==> config.mk <==
export PLATFORM = sky130hd
export DESIGN_NAME = obj_line_buffer
export DESIGN_NICKNAME = d
export VERILOG_FILES = /design/src/verilog/obj_pkg.sv /design/src/verilog/obj_line_buffer.sv
export SDC_FILE = /design/constraint.sdc
export NUM_CORES = 2
export LEC_CHECK = 0
export BUFFER_PORTS_ARGS = -buffer_cell sky130_fd_sc_hd__buf_2
export CORE_ASPECT_RATIO = 1.4
export CORE_UTILIZATION = 55
export CTS_BUF_LIST = sky130_fd_sc_hd__clkbuf_8 sky130_fd_sc_hd__clkbuf_16
export CTS_CLUSTER_DIAMETER = 100
export DETAILED_ROUTE_END_ITERATION = 12
export HOLD_SLACK_MARGIN = 0.06
export PLACE_DENSITY = 0.81
export SYNTH_ARGS = -nofsm -noshare
export SYNTH_HDL_FRONTEND = slang
export SYNTH_SLANG_ARGS = --single-unit
==> constraint.sdc <==
create_clock -name clk -period 10.81 [get_ports clk]
set_clock_uncertainty 0.15 [all_clocks]
set_input_delay 2.162 -clock clk [delete_from_list [all_inputs] [get_ports clk]]
set_output_delay 2.162 -clock clk [all_outputs]
set_load 0.02 [all_outputs]
==> src/verilog/obj_pkg.sv <==
// ~~~~~~~~~~~~~~~~~~~~
// Sprite engine shared definitions
// Sizes, table entry layout, FSM states
// ~~~~~~~~~~~~~~~~~~~~
`default_nettype none

package obj_pkg;

    // Words per table entry, fixed by the layout below
    localparam int OBJ_WORDS = 4;
    // Bits per pixel, colour 0 is transparent
    localparam int PIX_W = 4;
    // Every sprite is this wide
    localparam int SPR_W = 16;

    // Word index inside one table entry
    typedef enum logic [1:0] {
        W_POS_Y = 2'd0,
        W_POS_X = 2'd1,
        W_ROM   = 2'd2,
        W_SPARE = 2'd3
    } obj_word_e;

    // Word 0: height minus one on top of y
    typedef struct packed {
        logic [6:0] hgt;
        logic [8:0] ypos;
    } obj_w0_t;

    // Word 1: enable, spare bit, hflip, palette, x
    typedef struct packed {
        logic       en;
        logic       spare;
        logic       hflip;
        logic [3:0] pal;
        logic [8:0] xpos;
    } obj_w1_t;

    typedef enum logic [1:0] {SC_IDLE, SC_READ, SC_TEST, SC_ISSUE} scan_state_e;

    typedef enum logic [1:0] {DR_IDLE, DR_FETCH, DR_EXPAND} draw_state_e;

    // Line buffer pixel, palette in the upper nibble
    typedef struct packed {
        logic [3:0]       pal;
        logic [PIX_W-1:0] col;
    } pxl_t;

endpackage

`default_nettype wire

==> src/verilog/obj_line_buffer.sv <==
// ~~~~~~~~~~~~~~~~~~~~
// Ping-pong line buffer
// Back bank takes draws, front bank is read out and erased
// ~~~~~~~~~~~~~~~~~~~~
`default_nettype none

module obj_line_buffer
    import obj_pkg::*;
#(
    parameter  int LINE_W = 256,
    localparam int AW     = $clog2(LINE_W)
) (
    input  logic       clk,
    input  logic       arst_n,
    input  logic       line_start,
    input  logic       pxl_cen,
    input  logic       bf_we,
    input  logic [8:0] bf_addr,
    input  pxl_t       bf_data,
    output pxl_t       pxl
);

    logic          bank;
    logic [8:0]    rd_cnt;
    logic          rd_hit;
    logic          draw_we;
    logic          clr_busy;
    logic [AW-1:0] clr_cnt;
    pxl_t          rd_pix [2];

    // Out-of-range reads give 0 and erase nothing
    assign rd_hit  = pxl_cen && ({1'b0, rd_cnt} < 10'(LINE_W));
    assign draw_we = bf_we && ({1'b0, bf_addr} < 10'(LINE_W));

    for (genvar b = 0; b < 2; b++) begin : g_bank
        pxl_t          mem [LINE_W];
        logic          sel_back;
        logic          we;
        logic [AW-1:0] addr;
        pxl_t          wdata;

        // bank names the back buffer
        assign sel_back = (bank == 1'(b));
        assign we       = clr_busy || (sel_back ? draw_we : rd_hit);
        assign addr     = clr_busy ? clr_cnt
                        : sel_back ? bf_addr[AW-1:0] : rd_cnt[AW-1:0];
        // Front bank only ever writes zeros
        assign wdata    = (clr_busy || !sel_back) ? '0 : bf_data;

        always_ff @(posedge clk) begin
            if (we) begin
                mem[addr] <= wdata;
            end
        end

        assign rd_pix[b] = mem[rd_cnt[AW-1:0]];
    end

    always_ff @(posedge clk or negedge arst_n) begin
        if (!arst_n) begin
            bank     <= 1'b0;
            rd_cnt   <= '0;
            pxl      <= '0;
            clr_busy <= 1'b1;
            clr_cnt  <= '0;
        end else begin
            // Blank both banks once after reset
            if (clr_busy) begin
                clr_cnt <= clr_cnt + 1'b1;
                if (clr_cnt == AW'(LINE_W - 1)) begin
                    clr_busy <= 1'b0;
                end
            end
            if (line_start) begin
                bank   <= ~bank;
                rd_cnt <= '0;
            end else if (pxl_cen) begin
                pxl    <= rd_hit ? rd_pix[~bank] : '0;
                rd_cnt <= rd_cnt + 1'b1;
            end
        end
    end

endmodule

`default_nettype wire

==> impl_metrics.xml <==
<?xml version="1.0" encoding="UTF-8"?>
<metrics>
  <group name="status">
    <metric name="status" unit="">finished with violations</metric>
    <metric name="violations" unit="">max-capacitance violations, max-slew violations</metric>
  </group>
  <group name="clock_tree">
    <metric name="postCtsResizedCells" unit="">0</metric>
    <metric name="holdBufCountCts" unit="">0</metric>
    <metric name="cts_sinks" unit="">4123</metric>
    <metric name="cts-root-buf" unit="">clkbuf_16</metric>
    <metric name="post-cts-setup-buffers" unit="">0</metric>
    <metric name="cts_max_level" unit="">5</metric>
    <metric name="cts_tree" unit="">yes</metric>
    <metric name="cts-root-to-sink-buffers" unit="">4</metric>
    <metric name="path_clk_slew" unit="ns">0.07</metric>
    <metric name="tritoncts.num_buffers" unit="">349</metric>
    <metric name="clk_latency" unit="ns">0.93</metric>
  </group>
  <group name="floorplan">
    <metric name="die_w" unit="µm">459</metric>
    <metric name="fp-row-count" unit="">234</metric>
    <metric name="core" unit="mm²">0.291</metric>
    <metric name="initial_core_util" unit="%">55.4</metric>
    <metric name="dieArea" unit="mm²">0.295</metric>
    <metric name="boundaryPins" unit="">30</metric>
    <metric name="die_y" unit="µm">642</metric>
  </group>
  <group name="grt">
    <metric name="globalRoute.totalOverflow" unit="">0</metric>
    <metric name="first_pass_grt_wire_length" unit="µm">634000</metric>
    <metric name="grt_start_max_net_pins" unit="">217</metric>
    <metric name="grt_antenna_before_repair" unit="">33</metric>
    <metric name="vias_in_the_first_global_route" unit="">84900</metric>
    <metric name="grtUsageTotal" unit="%">30.6</metric>
  </group>
  <group name="layout">
    <metric name="fin_cells" unit="">11900</metric>
    <metric name="final_util" unit="%">60.7</metric>
    <metric name="num-fill-cells" unit="">18400</metric>
    <metric name="drive_above_1_share" unit="%">21.8</metric>
    <metric name="syn_to_final_growth" unit="%">9.55</metric>
    <metric name="nets" unit="">7718</metric>
  </group>
  <group name="critical_path">
    <metric name="timing.critical_path.required" unit="ns">11.48</metric>
    <metric name="critPathSlowestCell" unit="">nor4_1</metric>
    <metric name="critical_path.max_fanout" unit="">42</metric>
    <metric name="ff2ff_path_depth" unit="">9</metric>
    <metric name="cpPeakStageDelay" unit="ns">1.52</metric>
    <metric name="timing.critical_path.to_type" unit="">flip-flop</metric>
    <metric name="timing.reg2reg.setup_slack" unit="ns">4.65</metric>
    <metric name="crit_type" unit="">reg2reg</metric>
    <metric name="cpMostUsedCell" unit="">buf_4</metric>
    <metric name="path_cells" unit="">buf_4 -&gt; buf_4 -&gt; mux4_2 -&gt; a22o_1 -&gt; a221oi_1 -&gt; o22ai_1 -&gt; nor4_1 -&gt; o311ai_1 -&gt; a32o_1</metric>
    <metric name="crit_arrival" unit="ns">6.83</metric>
    <metric name="logic_depth_of_the_worst_setup_path_including_buffers" unit="">9</metric>
    <metric name="cp_num_buf_inv" unit="">2</metric>
    <metric name="critPathTopFamily" unit="">compound AO/OA/AOI/OAI gates</metric>
    <metric name="startpoint_type" unit="">flip-flop</metric>
  </group>
  <group name="timing">
    <metric name="period_minus_slack" unit="ns">6.16</metric>
    <metric name="timing.setup.tns" unit="ns">0</metric>
    <metric name="max_slew.worst_pin.slew" unit="ns">1.83</metric>
    <metric name="final_min_period_over_clock_period" unit="%">57.0</metric>
    <metric name="finalSetupViolations" unit="">0</metric>
    <metric name="timing.final.hold_violations" unit="">0</metric>
    <metric name="timing_max_transition_violations_final" unit="">4</metric>
    <metric name="fmax" unit="MHz">162</metric>
    <metric name="worst_slew_margin_rel" unit="%">-23.4</metric>
    <metric name="rsz0062_at_grt" unit="">false</metric>
  </group>
  <group name="place">
    <metric name="buffer_ports.inserted" unit="">29</metric>
    <metric name="placed_cells" unit="">11200</metric>
    <metric name="gp_congestion" unit="">0.955</metric>
    <metric name="place.detailed.hpwl" unit="µm">258000</metric>
  </group>
  <group name="power_and_ir_drop">
    <metric name="ir_worst_vdd" unit="mV">0.252</metric>
    <metric name="leakagePower" unit="µW">0.0540</metric>
    <metric name="p_per_area" unit="mW/mm²">204</metric>
  </group>
  <group name="synth">
    <metric name="share_of_yosys_cell_area_claimed_by_the_top_area_cell_type" unit="%">76.4</metric>
    <metric name="synth.area.top_cells" unit="">edfxtp_1, mux4_2, mux2i_1</metric>
    <metric name="synthesis.area" unit="mm²">0.161</metric>
    <metric name="total_of_flip_flops_plus_latches_after_synthesis" unit="">4123</metric>
    <metric name="synth.most_common_cell" unit="">edfxtp_1</metric>
    <metric name="synth.distinct_cells" unit="">71</metric>
    <metric name="yosys_warnings" unit="">0</metric>
    <metric name="synthFlopType" unit="">edfxtp_1</metric>
    <metric name="async_reset_ff_share" unit="%">0.655</metric>
    <metric name="synth_top_cells_by_count" unit="">edfxtp_1, mux4_2, nor2_1</metric>
    <metric name="synth_cells" unit="">7609</metric>
    <metric name="synth_enable_flop_cells" unit="">4096</metric>
    <metric name="avg_synthesized_cell_area" unit="µm²">21.2</metric>
    <metric name="sequential_fraction_of_the_synthesis_area" unit="%">76.8</metric>
    <metric name="syn_nets" unit="">7633</metric>
    <metric name="post-synth-top-area-cell" unit="">edfxtp_1</metric>
  </group>
  <group name="detailed_routing">
    <metric name="routed_wl" unit="µm">453000</metric>
    <metric name="drtAntennaViolNets" unit="">0</metric>
    <metric name="dr.max_layer_used" unit="">met5</metric>
    <metric name="detail_route.wl_per_cell" unit="µm">38.1</metric>
    <metric name="drc" unit="">0</metric>
    <metric name="via_per_inst" unit="">7.07</metric>
    <metric name="drtPass1Iterations" unit="">11</metric>
    <metric name="routed-wl-met3" unit="µm">58800</metric>
    <metric name="routedLengthMet1" unit="µm">131000</metric>
    <metric name="detailroute.via_count" unit="">84100</metric>
    <metric name="routed_length_on_met2" unit="µm">217000</metric>
    <metric name="detail_route.iter0.violations" unit="">13700</metric>
  </group>
  <group name="min_path">
    <metric name="min_path_cells" unit="">1</metric>
    <metric name="hp-class" unit="">reg2reg</metric>
  </group>
  <group name="job">
    <metric name="max_cap_viol_count" unit="">2</metric>
  </group>
</metrics>
==> worst reg2reg max path, delay by kind of cell (launching register included) <==
family                 cells  cell delay, ns
muxes                      1            0.51
and+or+nand+nor            1            1.52
DFF                        1            0.89
AOI/OAI and AO/OA          5            1.70
buffers and inverters      2            1.29
==> final cells by class <==
cell class / count / area, µm² / area share (%)
Multi-Input combinational cell: 3020 / 34700 / 19.7
Sequential cell: 4123 / 124000 / 70.1
Clock buffer: 359 / 8980 / 5.09
Antenna cell: 26 / 65.1 / 0.0369
Timing Repair Buffer: 190 / 1600 / 0.909
Clock inverter: 271 / 2460 / 1.39
Tap cell: 3894 / 4870 / 2.76
Inverter: 10 / 51.3 / 0.0291
==> metrics by stage <==
stage          hold slack (ns)  setup slack, ns  power (µW)  cell area (µm²)
2_1_floorplan            0.306             4.39       21900           161000
3_3_place_gp             0.332             4.38       23100           165000
3_5_place_dp             0.344             4.55       23300           165000
4_1_cts                  0.354             5.18       35800           176000
5_1_grt                  0.387             4.89       36500           176000
6_report                 0.359             4.65       36000           176000
==> sequential cells by signal, summed over array words and instances (netlist names) <==
signal and count:
bank 1, rd_cnt 9, clr_busy 1, pxl 8
g_bank.mem 4096, clr_cnt 8
==> power by group <==
part / switching [µW] / total (µW) / leakage, µW / internal, µW
Sequential: 88.3 / 19000 / 0.0377 / 18900
Clock: 5790 / 12900 / 0.00581 / 7060
Combinational: 3180 / 4150 / 0.0105 / 972
Total: 9060 / 36000 / 0.0540 / 27000
==> per-layer routing <==
layer	global-route usage, %	vias to the layer above
met5	0.295	-
met4	25.6	34
met3	8.47	1978
met2	48.6	7714
met1	34.6	42500
li1	-	31900
==> path summary, 6_finish.rpt <==
path	start	endpoint
setup / recovery	rd_cnt[1]$_DFFE_PN0P_	pxl[3]$_DFFE_PN0P_
hold / removal	clr_cnt[6]$_DFFE_PN0P_	clr_cnt[6]$_DFFE_PN0P_
setup reg to reg	rd_cnt[1]$_DFFE_PN0P_	pxl[3]$_DFFE_PN0P_
hold reg to reg	clr_cnt[6]$_DFFE_PN0P_	clr_cnt[6]$_DFFE_PN0P_
max in group asynchronous	arst_n	rd_cnt[4]$_DFFE_PN0P_
min in group asynchronous	arst_n	pxl[1]$_DFFE_PN0P_
==> logic make-up after synthesis <==
logic type               after synthesis  synth area share (%)
multiplexers                        1367                  16.0
flip-flops                          4123                  76.8
adder cells (fa/ha/maj)                2                0.0155
buffers and inverters                466                  1.76
AO/OA/AOI/OAI                        615                  2.71
AND/OR/NAND/NOR                     1022                  2.67
XOR/XNOR                              14                0.0761
==> cells in the final DEF, fill, tap and decap left out, types with 62 or more instances in the layout <==
cell type	netlist	layout
edfxtp_1	4096	4096
mux4_2	962	962
nor2_1	611	608
mux2i_1	380	379
clkbuf_16	0	359
nand2_1	177	176
buf_4	28	141
a21oi_1	101	101
a22oi_1	91	91
a221oi_1	77	77
o21ai_0	76	76
inv_1	7	68
clkinv_1	3	66
o221ai_1	62	62
(Power assumes the default switching activity.)
