**src/verilog/obj_pkg.sv**
```systemverilog
// ~~~~~~~~~~~~~~~~~~~~
// Sprite engine shared definitions
// Sizes, table entry layout, FSM states
// ~~~~~~~~~~~~~~~~~~~~
`default_nettype none

package obj_pkg;

    // Words per table entry, fixed by the layout below
    localparam int OBJ_WORDS = 4;
    // Bits per pixel, colour 0 is transparent
    localparam int PIX_W = 4;
    // Every sprite is this wide
    localparam int SPR_W = 16;

    // Word index inside one table entry
    typedef enum logic [1:0] {
        W_POS_Y = 2'd0,
        W_POS_X = 2'd1,
        W_ROM   = 2'd2,
        W_SPARE = 2'd3
    } obj_word_e;

    // Word 0: height minus one on top of y
    typedef struct packed {
        logic [6:0] hgt;
        logic [8:0] ypos;
    } obj_w0_t;

    // Word 1: enable, spare bit, hflip, palette, x
    typedef struct packed {
        logic       en;
        logic       spare;
        logic       hflip;
        logic [3:0] pal;
        logic [8:0] xpos;
    } obj_w1_t;

    typedef enum logic [1:0] {SC_IDLE, SC_READ, SC_TEST, SC_ISSUE} scan_state_e;

    typedef enum logic [1:0] {DR_IDLE, DR_FETCH, DR_EXPAND} draw_state_e;

    // Line buffer pixel, palette in the upper nibble
    typedef struct packed {
        logic [3:0]       pal;
        logic [PIX_W-1:0] col;
    } pxl_t;

endpackage

`default_nettype wire

```
**src/verilog/obj_ifs.sv**
```systemverilog
// ~~~~~~~~~~~~~~~~~~~~
// Sprite engine interfaces
// CPU bus and draw command channel
// ~~~~~~~~~~~~~~~~~~~~
`default_nettype none


// Scan to draw, transfer when valid and ready both high
interface obj_cmd_if ();
    logic        valid;
    logic        ready;
    logic [8:0]  xpos;
    logic [15:0] rom_addr;
    logic [3:0]  pal;
    logic        hflip;

    modport source (output valid, xpos, rom_addr, pal, hflip, input ready);
    modport sink   (input valid, xpos, rom_addr, pal, hflip, output ready);
endinterface

`default_nettype wire

```
**src/verilog/obj_draw.sv**
```systemverilog
// ~~~~~~~~~~~~~~~~~~~~
// Sprite row draw stage
// Fetches two ROM words and writes the visible pixels to the line buffer
// ~~~~~~~~~~~~~~~~~~~~
`default_nettype none

module obj_draw
    import obj_pkg::*;
#(
    parameter int LINE_W = 256
) (
    input  logic        clk,
    input  logic        arst_n,

    // From scan stage
    obj_cmd_if.sink     cmd,

    // Pixel ROM, cs held until ok
    output logic        rom_cs,
    output logic [15:0] rom_addr,
    input  logic [31:0] rom_data,
    input  logic        rom_ok,

    // Line buffer write port
    output logic        bf_we,
    output logic [8:0]  bf_addr,
    output pxl_t        bf_data
);

    draw_state_e      state;
    logic             half;
    logic [2:0]       nib;
    logic [31:0]      data_q;
    logic [8:0]       xpos_q;
    logic [3:0]       pal_q;
    logic             hflip_q;
    logic [3:0]       col;
    logic [9:0]       dst;
    logic [PIX_W-1:0] colour;
    logic             visible;

    // One command at a time
    assign cmd.ready = (state == DR_IDLE);

    // Sprite column, word 0 holds columns 0 to 7
    assign col    = {half, nib};
    // Current pixel always in the low nibble
    assign colour = data_q[PIX_W-1:0];

    // Ten bits so that x near the edge clips and never wraps
    assign dst = hflip_q ? {1'b0, xpos_q} + 10'(SPR_W - 1) - {6'd0, col}
                         : {1'b0, xpos_q} + {6'd0, col};

    // Transparent or off-screen pixels still take their cycle
    assign visible = (colour != '0) && (dst < 10'(LINE_W));

    always_ff @(posedge clk or negedge arst_n) begin
        if (!arst_n) begin
            state  <= DR_IDLE;
            rom_cs <= 1'b0;
            bf_we  <= 1'b0;
            half   <= 1'b0;
            nib    <= '0;
        end else begin
            bf_we <= 1'b0;
            case (state)
                DR_IDLE: begin
                    if (cmd.valid) begin
                        rom_cs <= 1'b1;
                        half   <= 1'b0;
                        state  <= DR_FETCH;
                    end
                end
                // Wait for the ROM, variable latency
                DR_FETCH: begin
                    if (rom_ok) begin
                        rom_cs <= 1'b0;
                        nib    <= '0;
                        state  <= DR_EXPAND;
                    end
                end
                DR_EXPAND: begin
                    bf_we <= visible;
                    nib   <= nib + 1'b1;
                    if (nib == 3'd7) begin
                        if (!half) begin
                            // Second word of the row
                            half   <= 1'b1;
                            rom_cs <= 1'b1;
                            state  <= DR_FETCH;
                        end else begin
                            state <= DR_IDLE;
                        end
                    end
                end
                default: state <= DR_IDLE;
            endcase
        end
    end

    always_ff @(posedge clk) begin
        if (state == DR_IDLE && cmd.valid) begin
            xpos_q   <= cmd.xpos;
            pal_q    <= cmd.pal;
            hflip_q  <= cmd.hflip;
            rom_addr <= cmd.rom_addr;
        end
        if (state == DR_FETCH && rom_ok) begin
            data_q <= rom_data;
        end
        if (state == DR_EXPAND) begin
            data_q  <= data_q >> PIX_W;
            bf_addr <= dst[8:0];
            bf_data <= '{pal: pal_q, col: colour};
            // Next word follows right after the first
            if (nib == 3'd7 && !half) begin
                rom_addr <= rom_addr + 16'd1;
            end
        end
    end

endmodule

`default_nettype wire

```
**src/flat_wrapper.sv**
```systemverilog
// flat-port wrapper written by rule: the top's interface ports become plain ports
module obj_draw_flat import obj_pkg::*;
#(
    parameter int LINE_W = 256
)
  (clk, arst_n, rom_cs, rom_addr, rom_data, rom_ok, bf_we, bf_addr, bf_data, cmd_valid, cmd_xpos, cmd_rom_addr, cmd_pal, cmd_hflip, cmd_ready);
  obj_cmd_if cmd_i ();
  input  logic clk;
  input  logic arst_n;
  output logic rom_cs;
  output logic [15:0] rom_addr;
  input  logic [31:0] rom_data;
  input  logic rom_ok;
  output logic bf_we;
  output logic [8:0] bf_addr;
  output pxl_t bf_data;
  input wire logic [$bits(cmd_i.valid)-1:0] cmd_valid;
  input wire logic [$bits(cmd_i.xpos)-1:0] cmd_xpos;
  input wire logic [$bits(cmd_i.rom_addr)-1:0] cmd_rom_addr;
  input wire logic [$bits(cmd_i.pal)-1:0] cmd_pal;
  input wire logic [$bits(cmd_i.hflip)-1:0] cmd_hflip;
  output wire logic [$bits(cmd_i.ready)-1:0] cmd_ready;
  assign cmd_i.valid = cmd_valid;
  assign cmd_i.xpos = cmd_xpos;
  assign cmd_i.rom_addr = cmd_rom_addr;
  assign cmd_i.pal = cmd_pal;
  assign cmd_i.hflip = cmd_hflip;
  assign cmd_ready = cmd_i.ready;
  obj_draw #(.LINE_W(LINE_W)) u_core (.clk(clk), .arst_n(arst_n), .cmd(cmd_i), .rom_cs(rom_cs), .rom_addr(rom_addr), .rom_data(rom_data), .rom_ok(rom_ok), .bf_we(bf_we), .bf_addr(bf_addr), .bf_data(bf_data));
endmodule
```
**config.mk**
```make
export PLATFORM = sky130hd
export DESIGN_NAME = obj_draw_flat
export DESIGN_NICKNAME = d
export VERILOG_FILES = /design/src/verilog/obj_pkg.sv /design/src/verilog/obj_ifs.sv /design/src/verilog/obj_draw.sv /design/src/flat_wrapper.sv
export SDC_FILE = /design/constraint.sdc
export NUM_CORES = 1
export LEC_CHECK = 0
export BUFFER_PORTS_ARGS = -buffer_cell sky130_fd_sc_hd__buf_2
export CORE_UTILIZATION = 49
export DETAILED_ROUTE_END_ITERATION = 6
export PLACE_DENSITY = 0.75
export SKIP_LAST_GASP = 1
export SYNTH_ARGS = -nofsm -noshare
export SYNTH_HDL_FRONTEND = slang
export SYNTH_SLANG_ARGS = --single-unit
```
**constraint.sdc**
```tcl
create_clock -name clk -period 2.2 [get_ports clk]
set_input_delay 0.55 -clock clk [delete_from_list [all_inputs] [get_ports clk]]
set_output_delay 0.55 -clock clk [all_outputs]
set_load 0.01 [all_outputs]
```
==> run summary <==
Setup Viol. Count Final -> 4
initial antenna violation count -> 0
largest net degree at the start of global routing -> 49
P_sw -> 2.726 mW
clk sinks -> 87
final hold vios -> 0
IO Pins -> 102
unrepaired setup endpoints after global routing -> yes
WP data required -> 2.29 ns
mean routed wirelength per cell -> 15.20 um
Root Buffer -> clkbuf_8
Critical Path, Cell by Cell -> ha_1 > ha_4 > buf_4 > a211oi_4 > o21ai_2 > a221oi_2 > xor2_1 > mux2i_1
first-pass GRT wire length -> 15.32 mm
mean number of vias per cell -> 5.422
worst hold path type -> in -> async
main combinational cell family by area after synthesis -> simple AND/OR/NAND/NOR gates
hpwl dp -> 6.391 mm
Port Buffers -> 101
Core Util, Final -> 64.68%
cell types occupying the most area after synthesis -> edfxtp_1 (41%), dfxtp_1 (9.3%), nand2_1 (8.8%), ha_1 (6.4%), dfrtp_1 (4.6%)
via count -> 3470
Cell Int Power -> 4.451 mW
Simple-Gate Fraction of Synth Area -> 18.85%
Post-synth EDFFs -> 59
gr usage total -> 21.94%
Synth top cells by count -> nand2_1 (101), edfxtp_1 (59), nor2_1 (25)
P per Cell Area -> 1324 mW/mm^2
Net Sw Frac -> 37.98%
Pre-antenna DRT Iters -> 5
Max Slew Vio Count -> 0
failing checks -> negative setup slack
Max Used Layer -> met4
Critical-path top delay cell -> edfxtp_1
final routed DRC violation total -> 0
M1 WL -> 4.108 mm
synthesis-stage register bit count -> 87
multiplexer share of the synthesized area -> 0.7530%
Worst-path clk slew -> 0.10 ns
Leak -> 2.402 nW
Max-Cap Viols -> 0
layout cells sized above 1 -> 33.08%
synth unique cells -> 55
top cell type's share of synthesized area -> 41.01%
CP Launch Type -> register
adder-cell share of the synthesized area -> 7.298%
Area Overhead vs Synth -> 25.49%
Die X -> 95.90 um
pre-CTS WS -> -0.09447 ns
Synth Flop Type -> edfxtp_1
Final nets -> 620
CTS tree -> built
Core Area -> 0.008382 mm^2
Synth Area in Compound Gates -> 12.42%
Yosys Warn Count -> 0
Yosys top cell by area -> edfxtp_1
vias in the first global route -> 3388
worst-margin pin slew -> 0.5690 ns
cts hold-fix bufs -> 0
Max VDD drop -> 0.6079 mV
min Tclk post-route -> 2.307 ns
Die Ht -> 95.90 um
instance count of the mapped netlist -> 403
Reg power frac -> 42.0%
Post-Syn Area -> 0.004320 mm^2
FILL cells -> 657
Worst-Skew Late Latency -> 0.36 ns
Seq/Total Area, Yosys -> 54.91%
final wirelength -> 9.726 mm
met2 wire len -> 5.032 mm
critical path peak fanout -> 3
most frequent cell after synthesis -> nand2_1
status -> finished with violations
Slew HR -> 61.72%
# H-tree levels -> 3
CP Data Arrival Time -> 2.40 ns
antenna viol nets, final -> 0
crit-path max cell delay -> 0.43 ns
drt first-iter violations -> 150
asr flop ratio synth -> 9.195%
Clock Tree Buf Depth -> 2
Mean Syn Cell Area -> 10.72 um^2
power share of the combinational group -> 41.5%
design area -> 0.005421 mm^2
FF/Latch Area -> 0.002372 mm^2
Initial Util -> 51.55%
placer congestion estimate -> 0.9378
grt total ovfl -> 0
die area -> 0.009197 mm^2
crit end category -> register
Crit Path Class -> reg -> reg
DR WL met3 -> 354 um
XOR/XNOR Fraction of Synth Area -> 2.433%
CTS buffer count -> 9
number of diodes -> 0
Clk pwr share -> 16.5%
final worst setup slack -> -0.1066 ns
FP Rows -> 33
fin crit share -> 104.8%
multi-input combinational cell area -> 0.001899 mm^2
Area after DPL -> 0.005044 mm^2
Max Clock Skew -> 0.01316 ns
Syn Nets -> 493
Max Freq -> 433.5 MHz
logic make-up (layout without fill, tap and decap cells):
| group | after synthesis | in the layout |
|---|---|---|
| compound gates | 75 | 75 |
| xor+xnor | 12 | 12 |
| fa+ha+maj | 24 | 24 |
| buf+inv | 31 | 163 |
| flops | 87 | 87 |
| mux | 3 | 3 |
| simple gates | 171 | 171 |
final timing paths:
check | from | depth (start not counted) | slack, ns | endpoint
worst min register to register | u_core.pal_q[1] | 0 | 0.43 | u_core.bf_data[5]
max in group asynchronous | arst_n | 1 | 1.99 | u_core.rom_cs
min in group clk | cmd_xpos[2] | 1 | 0.36 | u_core.xpos_q[2]
worst max-delay path | u_core.xpos_q[0] | 8 | -0.11 | u_core.bf_addr[8]
worst max register to register | u_core.xpos_q[0] | 8 | -0.11 | u_core.bf_addr[8]
worst min-delay path | arst_n | 1 | 0.02 | u_core.nib[1]
power groups by stage:
stage | clock network, mW | registers [mW] | logic, mW
global route | 1.27 | 3.10 | 3.27
CTS | 1.21 | 3.01 | 2.83
floorplan | 0 | 3.08 | 1.68
global placement | 0 | 3.01 | 2.55
finish | 1.18 | 3.02 | 2.98
detailed placement | 0 | 3.05 | 2.64
worst max-delay path: cells and delay by family (launching register included):
kind                       cells  cell delay, ns
AOI/OAI and AO/OA              3            0.64
adders and majority gates      2            0.46
DFF                            1            0.43
xor gates and xnor gates       1            0.24
buffers and inverters          1            0.14
muxes                          1            0.11
routing by layer:
layer | up-vias | GRT usage [%]
met1 | 1645 | 26.92
met5 | - | 0
met2 | 108 | 36.90
met4 | 0 | 12.69
met3 | 20 | 3.160
li1 | 1697 | -
placed cells by master (no fill, tap or decap), drive strengths merged, types with 4 or more instances in the layout:
cell / Yosys / routed
nand3: 10 / 10
nor2b: 6 / 6
nor2: 26 / 26
nor3: 7 / 7
nand2b: 5 / 5
dfxtp: 20 / 20
xor2: 5 / 5
a21oi: 12 / 12
nand4: 5 / 5
inv: 16 / 21
dfrtp: 8 / 8
and3: 4 / 4
o221a: 5 / 5
a22o: 8 / 8
a211oi: 7 / 7
ha: 22 / 22
clkbuf: 8 / 9
o21ai: 20 / 20
xnor2: 7 / 7
edfxtp: 59 / 59
a311oi: 5 / 5
buf: 7 / 131
nand2: 103 / 103
registers in the layout (all words and copies together), names as in the netlist:
register,flops
u_core.pal_q,4
u_core.xpos_q,9
u_core.half,1
u_core.rom_addr,16
u_core.hflip_q,1
u_core.bf_addr,9
u_core.rom_cs,1
u_core.state,2
u_core.bf_data,8
u_core.nib,3
u_core.data_q,32
u_core.bf_we,1
metrics by stage:
step	power (mW)	TNS [ns]	hold WS (ns)	cells
2_1_floorplan	4.755	0	0.2544	403
3_3_place_gp	5.555	-0.01353	0.4014	613
3_5_place_dp	5.682	-0.2243	0.4092	613
4_1_cts	7.055	-0.008368	0.009635	636
5_1_grt	7.641	-0.5396	0.02298	640
6_report	7.177	-0.2237	0.02095	640
what timing repair did:
action | CTS | global route
pin swaps | 10 | 13
resized for setup | 10 | 6
buffers inserted | 7 | 4
setup endpoints to repair | 3 | 6
cell type report:
cell class | instances | area share, %
Clock buffer | 9 | 2.285
Tap cell | 105 | 2.423
Timing Repair Buffer | 131 | 13.71
Multi-Input combinational cell | 285 | 35.03
Inverter | 16 | 1.200
Sequential cell | 87 | 43.76
Clock inverter | 7 | 1.592
(Power assumes the default switching activity.)
