===== config.mk =====
export PLATFORM = sky130hd
export DESIGN_NAME = obj_scan_flat
export DESIGN_NICKNAME = d
export VERILOG_FILES = /design/src/verilog/obj_pkg.sv /design/src/verilog/obj_ifs.sv /design/src/verilog/obj_scan.sv /design/src/flat_wrapper.sv
export SDC_FILE = /design/constraint.sdc
export NUM_CORES = 1
export LEC_CHECK = 0
export ABC_CLOCK_PERIOD_IN_PS = 5000
export BUFFER_PORTS_ARGS = -buffer_cell sky130_fd_sc_hd__buf_2
export CORE_MARGIN = 10
export CORE_UTILIZATION = 39
export DETAILED_ROUTE_END_ITERATION = 12
export GPL_TIMING_DRIVEN = 0
export SLEW_MARGIN = 0
export SYNTH_ARGS = -nofsm -noshare
export SYNTH_HDL_FRONTEND = slang
export SYNTH_SLANG_ARGS = --single-unit

===== constraint.sdc =====
create_clock -name clk -period 5 [get_ports clk]
set_input_delay 1 -clock clk [delete_from_list [all_inputs] [get_ports clk]]
set_output_delay 1 -clock clk [all_outputs]
set_load 0.005 [all_outputs]

===== src/verilog/obj_pkg.sv =====
// ~~~~~~~~~~~~~~~~~~~~
// Sprite engine shared definitions
// Sizes, table entry layout, FSM states
// ~~~~~~~~~~~~~~~~~~~~
`default_nettype none

package obj_pkg;

    // Words per table entry, fixed by the layout below
    localparam int OBJ_WORDS = 4;
    // Bits per pixel, colour 0 is transparent
    localparam int PIX_W = 4;
    // Every sprite is this wide
    localparam int SPR_W = 16;

    // Word index inside one table entry
    typedef enum logic [1:0] {
        W_POS_Y = 2'd0,
        W_POS_X = 2'd1,
        W_ROM   = 2'd2,
        W_SPARE = 2'd3
    } obj_word_e;

    // Word 0: height minus one on top of y
    typedef struct packed {
        logic [6:0] hgt;
        logic [8:0] ypos;
    } obj_w0_t;

    // Word 1: enable, spare bit, hflip, palette, x
    typedef struct packed {
        logic       en;
        logic       spare;
        logic       hflip;
        logic [3:0] pal;
        logic [8:0] xpos;
    } obj_w1_t;

    typedef enum logic [1:0] {SC_IDLE, SC_READ, SC_TEST, SC_ISSUE} scan_state_e;

    typedef enum logic [1:0] {DR_IDLE, DR_FETCH, DR_EXPAND} draw_state_e;

    // Line buffer pixel, palette in the upper nibble
    typedef struct packed {
        logic [3:0]       pal;
        logic [PIX_W-1:0] col;
    } pxl_t;

endpackage

`default_nettype wire


===== src/verilog/obj_ifs.sv =====
// ~~~~~~~~~~~~~~~~~~~~
// Sprite engine interfaces
// CPU bus and draw command channel
// ~~~~~~~~~~~~~~~~~~~~
`default_nettype none


// Scan to draw, transfer when valid and ready both high
interface obj_cmd_if ();
    logic        valid;
    logic        ready;
    logic [8:0]  xpos;
    logic [15:0] rom_addr;
    logic [3:0]  pal;
    logic        hflip;

    modport source (output valid, xpos, rom_addr, pal, hflip, input ready);
    modport sink   (input valid, xpos, rom_addr, pal, hflip, output ready);
endinterface

`default_nettype wire


===== src/verilog/obj_scan.sv =====
// ~~~~~~~~~~~~~~~~~~~~
// Object table walker
// Tests each entry against the line, issues draw commands
// ~~~~~~~~~~~~~~~~~~~~
`default_nettype none

module obj_scan
    import obj_pkg::*;
#(
    parameter  int OBJ_COUNT = 16,
    localparam int IDX_W     = $clog2(OBJ_COUNT),
    localparam int AW        = $clog2(OBJ_COUNT * OBJ_WORDS)
) (
    input  logic          clk,
    input  logic          arst_n,
    input  logic          line_start,
    input  logic [8:0]    line,

    // Table read port
    output logic [AW-1:0] tbl_addr,
    input  logic [15:0]   tbl_data,

    // To draw stage
    obj_cmd_if.source     cmd
);

    localparam logic [IDX_W-1:0] LAST = IDX_W'(OBJ_COUNT - 1);

    scan_state_e      state;
    obj_word_e        wsel;
    logic [IDX_W-1:0] idx;
    logic             start_q;
    logic [8:0]       line_q;
    obj_w0_t          w0_q;
    obj_w1_t          w1_q;
    logic [8:0]       row;
    logic             keep;
    logic             advance;

    assign tbl_addr = {idx, wsel};

    // Row inside the sprite, wraps modulo 512
    assign row  = line_q - w0_q.ypos;
    assign keep = w1_q.en && (row <= {2'b00, w0_q.hgt});

    // Move on after a rejected entry or an accepted command
    assign advance = (state == SC_TEST && !keep) || (state == SC_ISSUE && cmd.ready);

    always_ff @(posedge clk or negedge arst_n) begin
        if (!arst_n) begin
            state     <= SC_IDLE;
            wsel      <= W_POS_Y;
            idx       <= LAST;
            start_q   <= 1'b0;
            cmd.valid <= 1'b0;
        end else begin
            start_q <= line_start;
            if (line_start) begin
                // Walk from the last entry, restarts any walk in progress
                state     <= SC_READ;
                wsel      <= W_POS_Y;
                idx       <= LAST;
                cmd.valid <= 1'b0;
            end else if (advance) begin
                cmd.valid <= 1'b0;
                wsel      <= W_POS_Y;
                if (idx == '0) begin
                    state <= SC_IDLE;
                end else begin
                    idx   <= idx - 1'b1;
                    state <= SC_READ;
                end
            end else begin
                case (state)
                    SC_READ: begin
                        case (wsel)
                            W_POS_Y: wsel  <= W_POS_X;
                            W_POS_X: wsel  <= W_ROM;
                            default: state <= SC_TEST;
                        endcase
                    end
                    // Kept entry, present it
                    SC_TEST: begin
                        cmd.valid <= 1'b1;
                        state     <= SC_ISSUE;
                    end
                    default: ;
                endcase
            end
        end
    end

    // Entry words and command fields
    always_ff @(posedge clk) begin
        // Line sampled in the first walk cycle
        if (start_q) begin
            line_q <= line;
        end
        // Table data trails the address by a cycle
        if (state == SC_READ && wsel == W_POS_X) begin
            w0_q <= obj_w0_t'(tbl_data);
        end
        if (state == SC_READ && wsel == W_ROM) begin
            w1_q <= obj_w1_t'(tbl_data);
        end
        // Word 2 is on tbl_data during TEST
        if (state == SC_TEST) begin
            cmd.xpos     <= w1_q.xpos;
            cmd.pal      <= w1_q.pal;
            cmd.hflip    <= w1_q.hflip;
            cmd.rom_addr <= tbl_data + {6'd0, row, 1'b0};
        end
    end

endmodule

`default_nettype wire


===== src/flat_wrapper.sv =====
// flat-port wrapper written by rule: the top's interface ports become plain ports
module obj_scan_flat import obj_pkg::*;
#(
    parameter  int OBJ_COUNT = 16,
    localparam int IDX_W     = $clog2(OBJ_COUNT),
    localparam int AW        = $clog2(OBJ_COUNT * OBJ_WORDS)
)
  (clk, arst_n, line_start, line, tbl_addr, tbl_data, cmd_valid, cmd_xpos, cmd_rom_addr, cmd_pal, cmd_hflip, cmd_ready);
  obj_cmd_if cmd_i ();
  input  logic clk;
  input  logic arst_n;
  input  logic line_start;
  input  logic [8:0] line;
  output logic [AW-1:0] tbl_addr;
  input  logic [15:0] tbl_data;
  output wire logic [$bits(cmd_i.valid)-1:0] cmd_valid;
  output wire logic [$bits(cmd_i.xpos)-1:0] cmd_xpos;
  output wire logic [$bits(cmd_i.rom_addr)-1:0] cmd_rom_addr;
  output wire logic [$bits(cmd_i.pal)-1:0] cmd_pal;
  output wire logic [$bits(cmd_i.hflip)-1:0] cmd_hflip;
  input wire logic [$bits(cmd_i.ready)-1:0] cmd_ready;
  assign cmd_valid = cmd_i.valid;
  assign cmd_xpos = cmd_i.xpos;
  assign cmd_rom_addr = cmd_i.rom_addr;
  assign cmd_pal = cmd_i.pal;
  assign cmd_hflip = cmd_i.hflip;
  assign cmd_i.ready = cmd_ready;
  obj_scan #(.OBJ_COUNT(OBJ_COUNT)) u_core (.clk(clk), .arst_n(arst_n), .line_start(line_start), .line(line), .tbl_addr(tbl_addr), .tbl_data(tbl_data), .cmd(cmd_i));
endmodule

==> impl_metrics.json, run 1 <==
{
  "die-area_um2": 14100,
  "synthDominantCellAreaShare_pct": 55.4,
  "arrival_ps": 3720,
  "post_cts.repair.setup_buffers": 0,
  "status": "finished, final reports clean",
  "vias": 2312,
  "syn2layout_area_growth_pct": 18.7,
  "pre_cts_slack_ps": 1520,
  "crit_end": "u_core.wsel[1]$_DFFE_PN0P_",
  "cp_max_fo": 5,
  "core_um2": 9370,
  "whs_ps": 422,
  "die_y_um": 119,
  "synthFlopType": "edfxtp_1",
  "dr_wl_met3_um": 349,
  "nNetsFinal": 407,
  "overflow": 0,
  "synthTopCellsByArea": "edfxtp_1 (55%), ha_1 (8.6%), dfrtp_1 (4.0%)",
  "syn-num-nets": 329,
  "synth.largest_area_cell": "edfxtp_1",
  "r2r_slack_ps": 1530,
  "ir_drop_mv": 0.280,
  "place_congestion": 0.780,
  "dp_cells": 468,
  "row_count": 35,
  "fin_ws_ps": 1530,
  "finalHoldViolCount": 0,
  "cp-start-kind": "register",
  "die_w_um": 119,
  "setup_viol": 0,
  "routed_wirelength_mm": 7.53,
  "post-route-util_pct": 48.1,
  "required_ps": 5260,
  "synth.yosys.seq_area_share_pct": 62.2,
  "async_flop_share_pct": 12.5,
  "max_slew_margin_pct": 39.4,
  "drtIter0Drc": 67,
  "first_pass_iters": 4,
  "synth-seq-cells": 80,
  "synth_edf_count": 70,
  "initial_core_util_pct": 40.5,
  "r2r_start": "u_core.w0_q[0]$_DFFE_PP_",
  "synth_cells": 272,
  "p_per_area_nw_per_um2": 493,
  "drt-met1-wl_mm": 3.45,
  "path_class": "reg2reg",
  "clk_latency_ps": 340,
  "cap_viol_max_count": 0,
  "route.met2.wl_mm": 3.62,
  "wl_per_cell_um": 15.6,
  "avgSynthCellArea_um2": 13.9,
  "grt_pass1_wl_mm": 12.3,
  "period_minus_slack_ps": 3470,
  "viasPerCell": 4.78,
  "grt_max_degree": 32,
  "grt_pass1_vias": 2452,
  "cts.path.max_buffers": 2,
  "cts_hold_buffers": 0,
  "dpl.hpwl_mm": 5.79,
  "tightest_slew_ps": 908,
  "drc": 0,
  "ioPinCount": 66,
  "ff2ff_path_depth": 14,
  "endpoint_kind": "register",
  "yosysWarnings": 0,
  "p_leak_nw": 1.81,
  "cp-startpoint": "u_core.w0_q[0]$_DFFE_PP_",
  "fin_crit_sh_pct": 69.3,
  "ant_nets": 0,
  "rsz0062_at_grt": "no",
  "hp-class": "reg2reg",
  "cts_sinks": 80,
  "finalSetupTns_ps": 0,
  "syn_area_um2": 3790,
  "drive_gt1_share_pct": 29.0,
  "r2r-end": "u_core.wsel[1]$_DFFE_PN0P_",
  "cts.repair.resized": 0,
  "synth.distinct_cells": 53,
  "drv_slew": 0,
  "grt.total_usage_pct": 10.9,
  "instances_no_fill": 484,
  "numCtsBuffers": 9,
  "top_layer": "met4",
  "hold_start": "u_core.w1_q[13]$_DFFE_PP_",
  "num_antenna_cells": 0,
  "cts_tree": "built",
  "cts_root_buf": "clkbuf_8",
  "io_buffers": 65,
  "skew_ps": 12.3,
  "grt_antenna_before_repair": 0,
  "max_clock_freq_mhz": 288,
  "htree_levels": 3,
  "clk_pin_slew_worst_paths_ps": 90
}
[metal layers]
metal / GRT usage [%] / vias to the layer above
met2: 17.6 / 48
met5: 0 / -
met4: 4.20 / 0
li1: - / 1151
met3: 3.19 / 10
met1: 13.3 / 1103
[layout by cell type (no fill, tap or decap), types with 3 or more instances in the layout]
cell	instances
nand2b_1	5
nor2_1	12
nand3_1	3
xnor2_1	10
nor3b_1	3
dfstp_2	4
and2_1	3
nor3_1	8
edfxtp_1	70
nand2_1	10
buf_2	65
ha_1	26
a21oi_1	14
dfrtp_1	6
a21o_1	3
xor2_1	8
or3_1	4
inv_1	26
o21ai_0	7
nor2b_1	4
mux2i_1	4
o21a_1	4
clkbuf_8	9
[worst max-delay path: stages (launching register included)]
cell	delay, ps
edfxtp_1	380
ha_1	230
fa_1	410
nand2b_2	230
a21oi_1	180
o21ai_0	100
nand2b_1	100
xor2_1	260
ha_1	320
a211oi_1	210
o211ai_1	120
a2bb2oi_1	180
nor4_4	320
a21boi_2	160
nor3_1	200
[synth_stat cells (2+ instances only)]
| library cell | number |
|---|---|
| edfxtp_1 | 70 |
| ha_1 | 26 |
| inv_1 | 26 |
| a21oi_1 | 14 |
| nor2_1 | 12 |
| nand2_1 | 10 |
| xnor2_1 | 10 |
| nor3_1 | 8 |
| xor2_1 | 8 |
| o21ai_0 | 7 |
| dfrtp_1 | 6 |
| nand2b_1 | 5 |
| nor2b_1 | 5 |
| dfstp_2 | 4 |
| mux2i_1 | 4 |
| o21a_1 | 4 |
| or3_1 | 4 |
| a21o_1 | 3 |
| and2_1 | 3 |
| nand3_1 | 3 |
| nor3b_1 | 3 |
| a21boi_0 | 2 |
| fa_1 | 2 |
| nand4_1 | 2 |
| o211ai_1 | 2 |
| o21bai_1 | 2 |
[worst min-delay path by stage]
| stage | to | slack, ps | cells past startpoint |
|---|---|---|---|
| after floorplan | u_core.cmd.hflip$_DFFE_PP_ | 400 | 0 |
| after global placement | u_core.cmd.xpos[3]$_DFFE_PP_ | 400 | 0 |
| after detailed placement | u_core.cmd.hflip$_DFFE_PP_ | 400 | 0 |
| after CTS | u_core.cmd.pal[0]$_DFFE_PP_ | 420 | 0 |
| after global routing | u_core.cmd.hflip$_DFFE_PP_ | 430 | 0 |
| final | u_core.cmd.hflip$_DFFE_PP_ | 420 | 0 |
[kinds of logic after synthesis]
kind of cell,count (synthesis),synth area share (%)
and+or+nand+nor,63,9.57
DFF,80,62.2
xor gates and xnor gates,19,4.59
muxes,4,1.06
AOI/OAI and AO/OA,51,10.3
buffers and inverters,27,2.67
adders and majority gates,28,9.63
[where the power goes]
part	internal, mW	switching, mW
logic	0.349	0.469
clock network	0.231	0.238
registers	0.885	0.0478
total	1.46	0.754
[flip-flops by register name (all words and copies together), names as in the netlist]
register / flops
u_core.cmd.rom_addr: 16
u_core.w0_q: 16
u_core.w1_q: 15
u_core.cmd.xpos: 9
u_core.line_q: 9
u_core.cmd.pal: 4
u_core.idx: 4
u_core.state: 2
u_core.wsel: 2
u_core.cmd.hflip: 1
u_core.cmd.valid: 1
u_core.start_q: 1
[stage by stage]
stage	power (mW)	area [um2]
final	2.22	4500
after global routing	2.39	4500
after CTS	2.25	4500
after detailed placement	1.77	4310
after global placement	1.74	4280
after floorplan	1.56	3790
[layout make-up]
cell class	count	area, um2
plain buffers	1	3.75
fillers	870	4870
repair buffers	67	340
flip-flops and latches	80	2360
clock buffers	9	124
multi-input cells	165	1350
clock inverters	7	71.3
inverters	26	97.6
well taps	129	161
Power figures use the tool's default switching activity.
==> run 2: changes to the inputs <==
--- a/config.mk
+++ b/config.mk
@@ -5,7 +5,8 @@
 export SDC_FILE = /design/constraint.sdc
 export NUM_CORES = 1
 export LEC_CHECK = 0
-export ABC_CLOCK_PERIOD_IN_PS = 5000
+export ABC_AREA = 1
+export ABC_CLOCK_PERIOD_IN_PS = 2900
 export BUFFER_PORTS_ARGS = -buffer_cell sky130_fd_sc_hd__buf_2
 export CORE_MARGIN = 10
 export CORE_UTILIZATION = 39
==> constraint.sdc (replaced) <==
create_clock -name clk -period 2.9 [get_ports clk]
set_input_delay 0.58 -clock clk [delete_from_list [all_inputs] [get_ports clk]]
set_output_delay 0.58 -clock clk [all_outputs]
set_load 0.005 [all_outputs]
==> run 2 against run 1 <==
The run now ends with negative setup slack left. Non-clock buffer count rose by 13. Clock power rose by 72%. Clock-buffer cell count up 3. Critical path depth rose by 3. Die area decreased by 1.1%. Hold slack got worse by 340 ps. First-iteration DRC count grew 31%. Global-route usage grew 0.48 points. Core utilization grew 3.4 points. Sequential share of layout area decreased by 3.0 points. Critical endpoint is now u_core.cmd.rom_addr[11]$_DFFE_PP_. Largest cell class unchanged. Highest routed layer unchanged.
==> impl_metrics.json, run 2 <==
{
  "clk_latency_ps": 350,
  "synth_edf_count": 70,
  "p_total_mw": 3.31,
  "initial_core_util_pct": 40.3,
  "core_um2": 9280,
  "syn_area_um2": 3740,
  "grt_antenna_before_repair": 0,
  "violations": "negative setup slack",
  "place_congestion": 0.790,
  "routed_wirelength_mm": 7.84,
  "synthTopCellsByArea": "edfxtp_1 (56%), ha_1 (8.7%), nand2_1 (5.5%)",
  "htree_levels": 3,
  "drc": 0,
  "grt_pass1_vias": 2535,
  "cts.path.max_buffers": 2,
  "row_count": 35,
  "required_ps": 3000,
  "grt_max_degree": 32,
  "final_cell_mix": "edfxtp_1 (70), buf_2 (65), nand2_1 (46), inv_1 (43), ha_1 (20)",
  "p_int_mw": 2.29,
  "vias": 2444,
  "setup_viol": 5,
  "async_flop_share_pct": 12.5,
  "dp_cells": 503,
  "ant_nets": 0,
  "max_slew_margin_pct": 36.3,
  "cap_viol_max_count": 0,
  "tightest_slew_ps": 955,
  "viasPerCell": 4.59,
  "num_antenna_cells": 0,
  "cp_max_fo": 3,
  "fin_crit_sh_pct": 103,
  "cts_root_buf": "clkbuf_8",
  "grt_pass1_wl_mm": 12.5,
  "io_buffers": 65,
  "nNetsFinal": 456,
  "cts_tree": "built",
  "finalHoldViolCount": 0,
  "final_common_cell": "edfxtp_1",
  "syn2layout_area_growth_pct": 27.6,
  "p_per_area_nw_per_um2": 694,
  "cp-start-kind": "register",
  "synthFlopType": "edfxtp_1",
  "wl_per_cell_um": 14.7,
  "max_clock_freq_mhz": 334,
  "ioPinCount": 66,
  "path_class": "reg2reg",
  "synthDominantCellAreaShare_pct": 56.2,
  "synth-seq-cells": 80,
  "fin_ws_ps": -91.4,
  "overflow": 0,
  "skew_ps": 4.51,
  "crit_chain": "ha_4, fa_2, inv_2, nand2_2, nand2_2, nand2_2, nor2_2, nor2_1, xor2_1, ha_1, nand2_2, nor3_2, nand2_1, o211ai_1, a31oi_2, buf_4, xnor2_2",
  "largestRegisters": "u_core.cmd.rom_addr: 16 flops, u_core.w0_q: 16 flops, u_core.w1_q: 15 flops",
  "switching_power_mw": 1.02,
  "synth.yosys.seq_area_share_pct": 63.0,
  "yosysWarnings": 0,
  "synth.largest_area_cell": "edfxtp_1",
  "arrival_ps": 3090,
  "first_pass_iters": 4,
  "die_y_um": 118,
  "ir_drop_mv": 0.343,
  "netlist_top_cells_count": "edfxtp_1 (70), nand2_1 (55), inv_1 (45), ha_1 (26), nor2_1 (17)",
  "hp-class": "in2async",
  "cts_hold_buffers": 0,
  "grt.total_usage_pct": 11.3,
  "slowest_stage": "edfxtp_1",
  "p_sw_share_pct": 30.9,
  "syn-num-nets": 364,
  "clk_pin_slew_worst_paths_ps": 80,
  "synth_most_common_cell": "edfxtp_1",
  "drive_gt1_share_pct": 38.1,
  "seqPwrFrac_pct": 44.8,
  "rsz0062_at_grt": "yes",
  "drtIter0Drc": 88,
  "instances_no_fill": 533,
  "period_minus_slack_ps": 2990,
  "max_stage_delay_ps": 430,
  "die-area_um2": 13900,
  "drv_slew": 0,
  "pwr-share-comb_pct": 30.8,
  "cp_common_cell": "nand2_2",
  "synth.distinct_cells": 33,
  "avgSynthCellArea_um2": 12.2,
  "dpl.hpwl_mm": 5.83,
  "p_clk_share_pct": 24.4,
  "numCtsBuffers": 9,
  "die_w_um": 118,
  "status": "finished, violations left",
  "p_leak_nw": 2.06,
  "synth_cells": 307,
  "cts_sinks": 80,
  "endpoint_kind": "register"
}
[run 2: cell types whose count changed in the layout (fill, tap and decap cells not counted), moves of 7 or more]
cell	change
nor3_1	-7
nand3_1	+8
nor2_2	+7
inv_1	+17
nand2_2	+9
nand2_1	+36
buf_4	+10
xnor2_1	-8
[run 2: timing repair]
item / in CTS / in global routing
gates resized for setup: 9 / 37
cloned: 0 / 0
endpoints found under the setup margin: 15 / 16
buffers inserted: 8 / 6
pin swaps: 11 / 18
[run 2: worst paths after layout]
path / from / end / slack [ps] / depth (start not counted)
setup reg to reg: u_core.w0_q[0]$_DFFE_PP_ / u_core.cmd.rom_addr[11]$_DFFE_PP_ / -90 / 17
max in group asynchronous: arst_n / u_core.idx[3]$_DFFE_PN1P_ / 2570 / 1
min in group clk: line_start / u_core.start_q$_DFF_PN0_ / 380 / 1
hold / removal: arst_n / u_core.cmd.valid$_DFFE_PN0P_ / 80 / 1
hold reg to reg: u_core.w1_q[13]$_DFFE_PP_ / u_core.cmd.hflip$_DFFE_PP_ / 420 / 0
setup / recovery: u_core.w0_q[0]$_DFFE_PP_ / u_core.cmd.rom_addr[11]$_DFFE_PP_ / -90 / 17
[run 2: through the flow]
stage / area, um2 / worst slack [ps] / hold slack (ps) / TNS (ps) / util [%]
global route: 4770 / -244 / 69.3 / -1620 / 51.4
floorplan: 3740 / 73.8 / 284 / 0 / -
global placement: 4230 / -776 / 402 / -14240 / 45.5
finish: 4770 / -91.4 / 77.0 / -341 / 51.4
detailed placement: 4260 / -430 / 405 / -2600 / 45.9
CTS: 4550 / -140 / 63.3 / -562 / 49.0
[run 2: area by class of cell]
type | count | area (um2)
Clock buffer | 12 | 145
Inverter | 46 | 173
Timing Repair Buffer | 81 | 460
Tap cell | 129 | 161
Sequential cell | 80 | 2360
Clock inverter | 4 | 45.0
Multi-Input combinational cell | 181 | 1430
Fill cell | 860 | 4510
[run 2: logic make-up after synthesis]
kind of cell | count (synthesis) | share of synthesized area, %
xor gates and xnor gates | 19 | 4.45
DFF | 80 | 63.0
buffers and inverters | 46 | 4.62
AOI/OAI and AO/OA | 23 | 3.98
adders and majority gates | 28 | 9.77
and+or+nand+nor | 111 | 14.2
[run 2: critical path: cells and delay by family (launching register included)]
family,cells,cell delay [ps]
and+or+nand+nor,8,580
DFF,1,430
adders and majority gates,3,880
AOI/OAI and AO/OA,2,330
xor gates and xnor gates,2,270
buffers and inverters,2,240
[run 2: per-layer routing]
metal	GRT usage, %	vias up	share of wire [%]
met1	13.6	1152	45
met3	4.65	10	5.9
met4	4.02	0	1.3
li1	-	1226	-
met5	0	-	0
met2	17.8	56	48
[run 2: power groups by stage]
stage	sequential (mW)	clock (mW)	combinational (mW)
final	1.48	0.809	1.02
after global routing	1.50	0.880	1.15
after CTS	1.48	0.829	0.877
after detailed placement	1.51	0	0.806
after global placement	1.50	0	0.774
after floorplan	1.51	0	0.543
